===== src/hdl/mips_ex_pkg.sv =====
`default_nettype none

package mips_ex_pkg;

    typedef logic [31:0] data_t;
    typedef logic [31:0] pc_t;
    typedef logic [31:0] imm_t;       // Extended upstream in ID
    typedef logic [4:0]  reg_addr_t;
    typedef logic [5:0]  opcode_t;
    typedef logic [5:0]  funct_t;
    typedef logic [3:0]  alu_ctrl_t;

    // Main opcode classes
    localparam opcode_t OP_RTYPE = 6'b000000;
    localparam opcode_t OP_JAL   = 6'b000011;
    localparam opcode_t OP_BEQ   = 6'b000100;
    localparam opcode_t OP_BNE   = 6'b000101;
    localparam opcode_t OP_ADDI  = 6'b001000;
    localparam opcode_t OP_ADDIU = 6'b001001;
    localparam opcode_t OP_SLTI  = 6'b001010;
    localparam opcode_t OP_SLTIU = 6'b001011;
    localparam opcode_t OP_ANDI  = 6'b001100;
    localparam opcode_t OP_ORI   = 6'b001101;
    localparam opcode_t OP_XORI  = 6'b001110;
    localparam opcode_t OP_LUI   = 6'b001111;
    localparam opcode_t OP_LW    = 6'b100011;
    localparam opcode_t OP_SW    = 6'b101011;

    // R-type function codes
    localparam funct_t F_SLL  = 6'b000000;
    localparam funct_t F_SRL  = 6'b000010;
    localparam funct_t F_SRA  = 6'b000011;
    localparam funct_t F_SLLV = 6'b000100;
    localparam funct_t F_SRLV = 6'b000110;
    localparam funct_t F_SRAV = 6'b000111;
    localparam funct_t F_JALR = 6'b001001;
    localparam funct_t F_ADD  = 6'b100000;
    localparam funct_t F_ADDU = 6'b100001;
    localparam funct_t F_SUB  = 6'b100010;
    localparam funct_t F_SUBU = 6'b100011;
    localparam funct_t F_AND  = 6'b100100;
    localparam funct_t F_OR   = 6'b100101;
    localparam funct_t F_XOR  = 6'b100110;
    localparam funct_t F_NOR  = 6'b100111;
    localparam funct_t F_SLT  = 6'b101010;
    localparam funct_t F_SLTU = 6'b101011;

    localparam alu_ctrl_t ALU_ADD  = 4'd0;
    localparam alu_ctrl_t ALU_SUB  = 4'd1;
    localparam alu_ctrl_t ALU_AND  = 4'd2;
    localparam alu_ctrl_t ALU_OR   = 4'd3;
    localparam alu_ctrl_t ALU_XOR  = 4'd4;
    localparam alu_ctrl_t ALU_NOR  = 4'd5;
    localparam alu_ctrl_t ALU_SLT  = 4'd6;
    localparam alu_ctrl_t ALU_SLTU = 4'd7;
    localparam alu_ctrl_t ALU_SLL  = 4'd8;
    localparam alu_ctrl_t ALU_SRL  = 4'd9;
    localparam alu_ctrl_t ALU_SRA  = 4'd10;
    localparam alu_ctrl_t ALU_LUI  = 4'd11;

    localparam reg_addr_t LINK_REG = 5'd31;

    typedef struct packed {
        logic mem_read;
        logic mem_write;
        logic branch;
        logic byte_en;
        logic halfword_en;
        logic word_en;
    } mem_ctrl_t;

    typedef struct packed {
        logic reg_write;
        logic mem_to_reg;
    } wb_ctrl_t;

    typedef struct packed {
        wb_ctrl_t  wb;
        mem_ctrl_t mem;
        logic      alu_src;
        logic      reg_dest;
        opcode_t   alu_op;
        pc_t       pc;
        data_t     data_a;
        data_t     data_b;
        imm_t      immediate;
        data_t     shamt;
        reg_addr_t rt;
        reg_addr_t rd;
    } id_ex_t;

    typedef struct packed {
        wb_ctrl_t  wb;
        mem_ctrl_t mem;
        pc_t       branch_addr;
        logic      zero;
        data_t     alu_result;
        data_t     data_a;        // Store data
        reg_addr_t dest_reg;
        logic      link;
        pc_t       pc;
    } ex_mem_t;

endpackage

`default_nettype wire


===== src/hdl/alu_control.sv =====
`timescale 1ns/1ps
`default_nettype none

module alu_control (
    input  wire logic                   i_clock,
    input  wire mips_ex_pkg::opcode_t   i_alu_op,
    input  wire mips_ex_pkg::funct_t    i_funct_code,
    input  wire logic                   i_reg_write,
    output mips_ex_pkg::alu_ctrl_t      o_alu_ctrl,
    output logic                        o_shamt_sel,
    output logic                        o_link
);

    import mips_ex_pkg::*;

    logic op_known;

    always_comb begin
        o_alu_ctrl  = ALU_ADD;
        o_shamt_sel = 1'b0;
        o_link      = 1'b0;
        op_known    = 1'b1;
        case (i_alu_op)
            OP_ADDI, OP_ADDIU, OP_LW, OP_SW: o_alu_ctrl = ALU_ADD;
            OP_JAL: begin
                o_alu_ctrl = ALU_ADD;
                o_link     = 1'b1;
            end
            OP_BEQ, OP_BNE: o_alu_ctrl = ALU_SUB;   // Compare by subtraction
            OP_ANDI:        o_alu_ctrl = ALU_AND;
            OP_ORI:         o_alu_ctrl = ALU_OR;
            OP_XORI:        o_alu_ctrl = ALU_XOR;
            OP_SLTI:        o_alu_ctrl = ALU_SLT;
            OP_SLTIU:       o_alu_ctrl = ALU_SLTU;
            OP_LUI:         o_alu_ctrl = ALU_LUI;
            OP_RTYPE: begin
                case (i_funct_code)
                    F_ADD, F_ADDU: o_alu_ctrl = ALU_ADD;
                    F_SUB, F_SUBU: o_alu_ctrl = ALU_SUB;
                    F_AND:         o_alu_ctrl = ALU_AND;
                    F_OR:          o_alu_ctrl = ALU_OR;
                    F_XOR:         o_alu_ctrl = ALU_XOR;
                    F_NOR:         o_alu_ctrl = ALU_NOR;
                    F_SLT:         o_alu_ctrl = ALU_SLT;
                    F_SLTU:        o_alu_ctrl = ALU_SLTU;
                    F_SLLV:        o_alu_ctrl = ALU_SLL;
                    F_SRLV:        o_alu_ctrl = ALU_SRL;
                    F_SRAV:        o_alu_ctrl = ALU_SRA;
                    F_SLL: begin
                        o_alu_ctrl  = ALU_SLL;
                        o_shamt_sel = 1'b1;
                    end
                    F_SRL: begin
                        o_alu_ctrl  = ALU_SRL;
                        o_shamt_sel = 1'b1;
                    end
                    F_SRA: begin
                        o_alu_ctrl  = ALU_SRA;
                        o_shamt_sel = 1'b1;
                    end
                    F_JALR: begin
                        o_alu_ctrl = ALU_ADD;
                        o_link     = 1'b1;   // Return address goes to r31
                    end
                    default: op_known = 1'b0;
                endcase
            end
            default: op_known = 1'b0;
        endcase
    end

    // A register write must come from a decodable instruction
    a_known_op: assert property (@(posedge i_clock) i_reg_write |-> op_known)
        else $error("alu_control: unknown op %h funct %h", i_alu_op, i_funct_code);

endmodule

`default_nettype wire


===== src/hdl/alu.sv =====
`timescale 1ns/1ps
`default_nettype none

module alu (
    input  wire mips_ex_pkg::data_t     i_a,
    input  wire mips_ex_pkg::data_t     i_b,
    input  wire mips_ex_pkg::alu_ctrl_t i_alu_ctrl,
    output mips_ex_pkg::data_t          o_result,
    output logic                        o_zero
);

    import mips_ex_pkg::*;

    logic [4:0] sh_amt;
    logic       lt_signed;
    logic       lt_unsigned;

    assign sh_amt      = i_a[4:0];   // Only the low five bits shift
    assign lt_signed   = $signed(i_a) < $signed(i_b);
    assign lt_unsigned = i_a < i_b;

    always_comb begin
        case (i_alu_ctrl)
            ALU_ADD:  o_result = i_a + i_b;
            ALU_SUB:  o_result = i_a - i_b;
            ALU_AND:  o_result = i_a & i_b;
            ALU_OR:   o_result = i_a | i_b;
            ALU_XOR:  o_result = i_a ^ i_b;
            ALU_NOR:  o_result = ~(i_a | i_b);
            ALU_SLT:  o_result = data_t'(lt_signed);
            ALU_SLTU: o_result = data_t'(lt_unsigned);
            ALU_SLL:  o_result = i_b << sh_amt;
            ALU_SRL:  o_result = i_b >> sh_amt;
            ALU_SRA:  o_result = data_t'($signed(i_b) >>> sh_amt);   // Sign fill
            ALU_LUI:  o_result = {i_b[15:0], 16'h0000};
            default:  o_result = '0;
        endcase
    end

    assign o_zero = (o_result == '0);

endmodule

`default_nettype wire


===== src/hdl/ex_stage.sv =====
`timescale 1ns/1ps
`default_nettype none

module ex_stage (
    input  wire logic                i_clock,
    input  wire mips_ex_pkg::id_ex_t i_id_ex,
    output mips_ex_pkg::ex_mem_t     o_ex_mem
);

    import mips_ex_pkg::*;

    funct_t    funct_code;
    alu_ctrl_t alu_ctrl;
    logic      shamt_sel;
    logic      link;
    data_t     alu_data_a;
    data_t     alu_data_b;
    data_t     alu_result;
    logic      zero;
    reg_addr_t rt_rd;
    reg_addr_t dest_reg;
    pc_t       branch_addr;

    assign funct_code = i_id_ex.immediate[5:0];   // Funct sits in the low imm bits

    alu_control u_alu_control (
        .i_clock      (i_clock),
        .i_alu_op     (i_id_ex.alu_op),
        .i_funct_code (funct_code),
        .i_reg_write  (i_id_ex.wb.reg_write),
        .o_alu_ctrl   (alu_ctrl),
        .o_shamt_sel  (shamt_sel),
        .o_link       (link)
    );

    assign alu_data_a = shamt_sel ? i_id_ex.shamt : i_id_ex.data_a;
    assign alu_data_b = i_id_ex.alu_src ? data_t'(i_id_ex.immediate) : i_id_ex.data_b;

    alu u_alu (
        .i_a        (alu_data_a),
        .i_b        (alu_data_b),
        .i_alu_ctrl (alu_ctrl),
        .o_result   (alu_result),
        .o_zero     (zero)
    );

    // Destination: rt or rd, overridden by the link register
    assign rt_rd    = i_id_ex.reg_dest ? i_id_ex.rd : i_id_ex.rt;
    assign dest_reg = link ? LINK_REG : rt_rd;

    // Word offset to byte offset
    assign branch_addr = i_id_ex.pc + pc_t'(i_id_ex.immediate << 2);

    always_comb begin
        o_ex_mem             = '0;
        o_ex_mem.wb          = i_id_ex.wb;
        o_ex_mem.mem         = i_id_ex.mem;
        o_ex_mem.branch_addr = branch_addr;
        o_ex_mem.zero        = zero;
        o_ex_mem.alu_result  = alu_result;
        o_ex_mem.data_a      = i_id_ex.data_a;
        o_ex_mem.dest_reg    = dest_reg;
        o_ex_mem.link        = link;
        o_ex_mem.pc          = i_id_ex.pc;
    end

endmodule

`default_nettype wire


===== src/hdl/id_ex_reg.sv =====
`timescale 1ns/1ps
`default_nettype none

module id_ex_reg (
    input  wire logic                i_clock,
    input  wire logic                i_arst_n,
    input  wire logic                i_flush,
    input  wire mips_ex_pkg::id_ex_t i_id_ex,
    output mips_ex_pkg::id_ex_t      o_id_ex
);

    import mips_ex_pkg::*;

    always_ff @(posedge i_clock or negedge i_arst_n) begin
        if (!i_arst_n) begin
            o_id_ex <= '0;
        end else if (i_flush) begin
            o_id_ex <= '0;   // Bubble, all controls inactive
        end else begin
            o_id_ex <= i_id_ex;
        end
    end

    // A stage never reads and writes memory in the same instruction
    a_no_rw: assert property (
        @(posedge i_clock) disable iff (!i_arst_n)
        !(o_id_ex.mem.mem_read && o_id_ex.mem.mem_write)
    ) else $error("id_ex_reg: mem_read and mem_write both set");

endmodule

`default_nettype wire


===== src/hdl/ex_mem_reg.sv =====
`timescale 1ns/1ps
`default_nettype none

module ex_mem_reg (
    input  wire logic                 i_clock,
    input  wire logic                 i_arst_n,
    input  wire mips_ex_pkg::ex_mem_t i_ex_mem,
    output mips_ex_pkg::ex_mem_t      o_ex_mem
);

    import mips_ex_pkg::*;

    logic mem_access;

    always_ff @(posedge i_clock or negedge i_arst_n) begin
        if (!i_arst_n) begin
            o_ex_mem <= '0;
        end else begin
            o_ex_mem <= i_ex_mem;
        end
    end

    assign mem_access = o_ex_mem.mem.mem_read | o_ex_mem.mem.mem_write;

    // Access width must be unambiguous
    a_one_width: assert property (
        @(posedge i_clock) disable iff (!i_arst_n)
        mem_access |-> $onehot0({o_ex_mem.mem.byte_en,
                                 o_ex_mem.mem.halfword_en,
                                 o_ex_mem.mem.word_en})
    ) else $error("ex_mem_reg: more than one access width set");

endmodule

`default_nettype wire


===== src/hdl/ex_pipeline_top.sv =====
`timescale 1ns/1ps
`default_nettype none

module ex_pipeline_top (
    input  wire logic                i_clock,
    input  wire logic                i_arst_n,
    input  wire logic                i_flush,
    input  wire mips_ex_pkg::id_ex_t i_id_ex,
    output mips_ex_pkg::ex_mem_t     o_ex_mem
);

    import mips_ex_pkg::*;

    id_ex_t  id_ex_q;
    ex_mem_t ex_mem_d;

    id_ex_reg u_id_ex_reg (
        .i_clock  (i_clock),
        .i_arst_n (i_arst_n),
        .i_flush  (i_flush),
        .i_id_ex  (i_id_ex),
        .o_id_ex  (id_ex_q)
    );

    ex_stage u_ex_stage (
        .i_clock  (i_clock),
        .i_id_ex  (id_ex_q),
        .o_ex_mem (ex_mem_d)
    );

    ex_mem_reg u_ex_mem_reg (
        .i_clock  (i_clock),
        .i_arst_n (i_arst_n),
        .i_ex_mem (ex_mem_d),
        .o_ex_mem (o_ex_mem)
    );

endmodule

`default_nettype wire


===== config.mk =====
export PLATFORM = sky130hd
export DESIGN_NAME = ex_pipeline_top
export DESIGN_NICKNAME = d
export VERILOG_FILES = /design/src/hdl/mips_ex_pkg.sv /design/src/hdl/alu_control.sv /design/src/hdl/alu.sv /design/src/hdl/ex_stage.sv /design/src/hdl/id_ex_reg.sv /design/src/hdl/ex_mem_reg.sv /design/src/hdl/ex_pipeline_top.sv
export SDC_FILE = /design/constraint.sdc
export NUM_CORES = 1
export LEC_CHECK = 0
export BUFFER_PORTS_ARGS = -buffer_cell sky130_fd_sc_hd__buf_2
export CAP_MARGIN = 0
export CORE_ASPECT_RATIO = 1.25
export CORE_MARGIN = 8
export CORE_UTILIZATION = 50
export DETAILED_ROUTE_END_ITERATION = 16
export PLACE_DENSITY = 0.76
export SLEW_MARGIN = 20
export SYNTH_ARGS = -nofsm -noshare
export SYNTH_HDL_FRONTEND = slang
export SYNTH_SLANG_ARGS = --single-unit

===== constraint.sdc =====
create_clock -name i_clock -period 18.24 [get_ports i_clock]
set_input_delay 1.824 -clock i_clock [delete_from_list [all_inputs] [get_ports i_clock]]
set_output_delay 1.824 -clock i_clock [all_outputs]
set_load 0.03 [all_outputs]

==> out/results.ini <==
[run_status]
outcome=completed

[yosys]
synthArstFlopShare=1.00
syn_area_per_cell_um2=9.12
syn-num-nets=2729
synth_top_area_cell=dfrtp_1
netlist_area_mm2=0.0220
ys_seq_elements=327
synth_flop_cell=dfrtp_1
synth_enable_flop_cells=0
synthTopCellsByArea=dfrtp_1 (37%), mux2i_1 (7.4%), ha_1 (6.9%)
seq_area_frac_synth=0.371
synth_top_cells_by_count=dfrtp_1 (327), nor2b_1 (204), nor2_1 (168), mux2i_1 (163), a21oi_1 (159)
synth_top_area_frac=0.371
yosysMostFrequentCell=dfrtp_1
yosysUniqueCellTypes=95
yosys_warnings=0
synthesis.instances=2415

[worst_setup_path]
start_kind=register
cp_slowest_cell=o41ai_1
crit_chain=or4_4 -> nor4_4 -> buf_4 -> mux2_2 -> inv_2 -> buf_4 -> ha_1 -> o21a_1 -> and2_1 -> o41ai_1 -> o41ai_2 -> a31oi_1 -> xnor2_1 -> nor2_1 -> or4_4 -> or4_1 -> nor4_2 -> o2111ai_1 -> nor4_2
path_class=reg2reg
slowest_delay_ps=690
crit_family=simple AND/OR/NAND/NOR gates
crit_required_ps=18690
cp_max_fo=47
reg2reg_slack_ps=11060
end_kind=register
cp_num_buf_inv=3
critical_path_arrival_ps=7630

[timing]
finalHoldViolations=0
slew_violations=0
fin_setup_tns_ps=0
max_freq_mhz=139
clock_skew_ps=38.5
setup_violations=0
final.period_utilization=0.394
worstMarginPinSlew_ps=1270
period_needed_ps=7180
rsz0062_at_grt=false
maxSlewHeadroom=0.139

[floorplan]
start_util=0.503
die_h_um=251
io_pins=332
dieWidth_um=204
num_rows=86
core_area_mm2=0.0438
dieArea_mm2=0.0511

[grt]
antenna_found_initial=6
grt_pass1_wl_um=141000
grt_pass1_vias=21600
globalRouteTotalUtil=0.366
grt_overflow=0
grt_max_degree=111

[job]
drv_cap=0

[placement]
dp_hpwl_um=72900
port_buffers=331
placed_cells=3232
gp_congestion=1.12

[clock_tree]
cts_buffers=34
cts.reportedPaths.clkPinSlew_ps=60
cts_max_path_buffers=3
tritoncts=built
clock-root-buffer=clkbuf_16
cts_sinks=327
clk_latency_ps=570
cts_setup_buffers=0
cts_hold_buf=0
htreeDepth=2
postCtsResizedCells=0

[power_and_ir_drop]
ir_drop_mv=0.0882
power.total_mw=2.22
leakage_nw=12.1
p_per_area_mw_per_mm2=86.9

[routing]
drt_iter0_markers=2128
avgViaCountPerCell=6.56
first_pass_iters=6
drt_wl_total_um=97100
routedWlPerCell_um=29.5
vias=21600
final_antenna_net_count=0
drc=0

[finish]
drive_gt1_frac=0.203
syn_to_final_growth_pct=16.0
fin_cells=3296
final_nets=3010

[hold_path]
hp-class=reg2reg

-- layout make-up --
class                      count  area, µm²
timing repair buffer         397       2170
clock buffer                  44        918
inverter                     116        440
clock inverter                16        230
fill                        3799      18200
antenna                        4       10.0
multi-input combinational   1820      12900
tap                          572        716
sequential                   327       8180
-- stage by stage --
stage,setup slack (ps),area (µm²),util,hold WS [ps]
floorplan,11590,22000,-,331
global placement,11260,24400,0.557,332
detailed placement,11250,24400,0.557,337
CTS,11170,25500,0.583,351
global route,10830,25600,0.584,349
finish,11060,25600,0.584,348
-- metal layers --
| metal | vias to the layer above | share of wire | global-route usage |
|---|---|---|---|
| met5 | - | 0.00025 | 0 |
| met2 | 1386 | 0.46 | 0.583 |
| li1 | 9378 | - | - |
| met3 | 368 | 0.093 | 0.0821 |
| met4 | 4 | 0.083 | 0.263 |
| met1 | 10500 | 0.36 | 0.432 |
-- final timing paths --
path	start	endpoint	cells after the start
worst max-delay path	u_id_ex_reg.o_id_ex[44]	u_ex_mem_reg.o_ex_mem[102]	19
max in group asynchronous	i_arst_n	u_ex_mem_reg.o_ex_mem[100]	3
worst min register to register	u_id_ex_reg.o_id_ex[181]	u_ex_mem_reg.o_ex_mem[138]	0
worst max register to register	u_id_ex_reg.o_id_ex[44]	u_ex_mem_reg.o_ex_mem[102]	19
worst min-delay path	u_id_ex_reg.o_id_ex[181]	u_ex_mem_reg.o_ex_mem[138]	0
min in group asynchronous	i_arst_n	u_ex_mem_reg.o_ex_mem[137]	1
-- logic make-up after synthesis --
| group | synth area share |
|---|---|
| compound gates | 0.217 |
| xor+xnor | 0.0143 |
| fa+ha+maj | 0.0720 |
| buf+inv | 0.0500 |
| flops | 0.371 |
| mux | 0.0940 |
| simple gates | 0.182 |
-- worst reg2reg max path, delay by kind of cell (launching register included) --
family	cells	cell delay (ps)
AND/OR/NAND/NOR	8	2770
multiplexers	1	400
XOR/XNOR	1	190
AO/OA/AOI/OAI	5	1820
adder cells (fa/ha/maj)	1	420
buffers and inverters	3	950
flip-flops	1	500
-- registers in the layout (all words and copies together) (netlist names) --
name	flops
u_ex_mem_reg.o_ex_mem	141
u_id_ex_reg.o_id_ex	186
-- where the power goes --
group          switching [mW]  internal (mW)  total [mW]
sequential             0.0277          0.782       0.809
combinational           0.480          0.211       0.691
clock                   0.304          0.418       0.722
total                   0.811           1.41        2.22
-- cell usage in the layout (no fill, tap or decap), types with 10 or more instances in the layout --
cell,count
o21ai_0,81
o21bai_1,14
or3_1,17
mux2_2,35
and3_1,10
buf_2,329
clkbuf_16,34
a221o_1,12
o31ai_1,19
nor4_1,15
a31oi_1,20
nand2b_1,11
inv_1,112
nand3_1,62
a21o_1,35
o221ai_1,21
or2_2,15
nor2b_1,204
buf_4,65
o22ai_1,23
mux2i_1,149
a41oi_1,10
a211oi_1,52
and2_1,13
a22oi_1,24
xnor2_1,28
a2111oi_0,16
nor3_1,54
o21a_1,11
a221oi_1,19
dfrtp_1,326
nand2_1,153
nor2_1,168
ha_1,122
o211ai_1,34
a21oi_1,159
a211o_1,20
nand4_1,21
mux2i_2,14
Power figures use the tool's default switching activity.
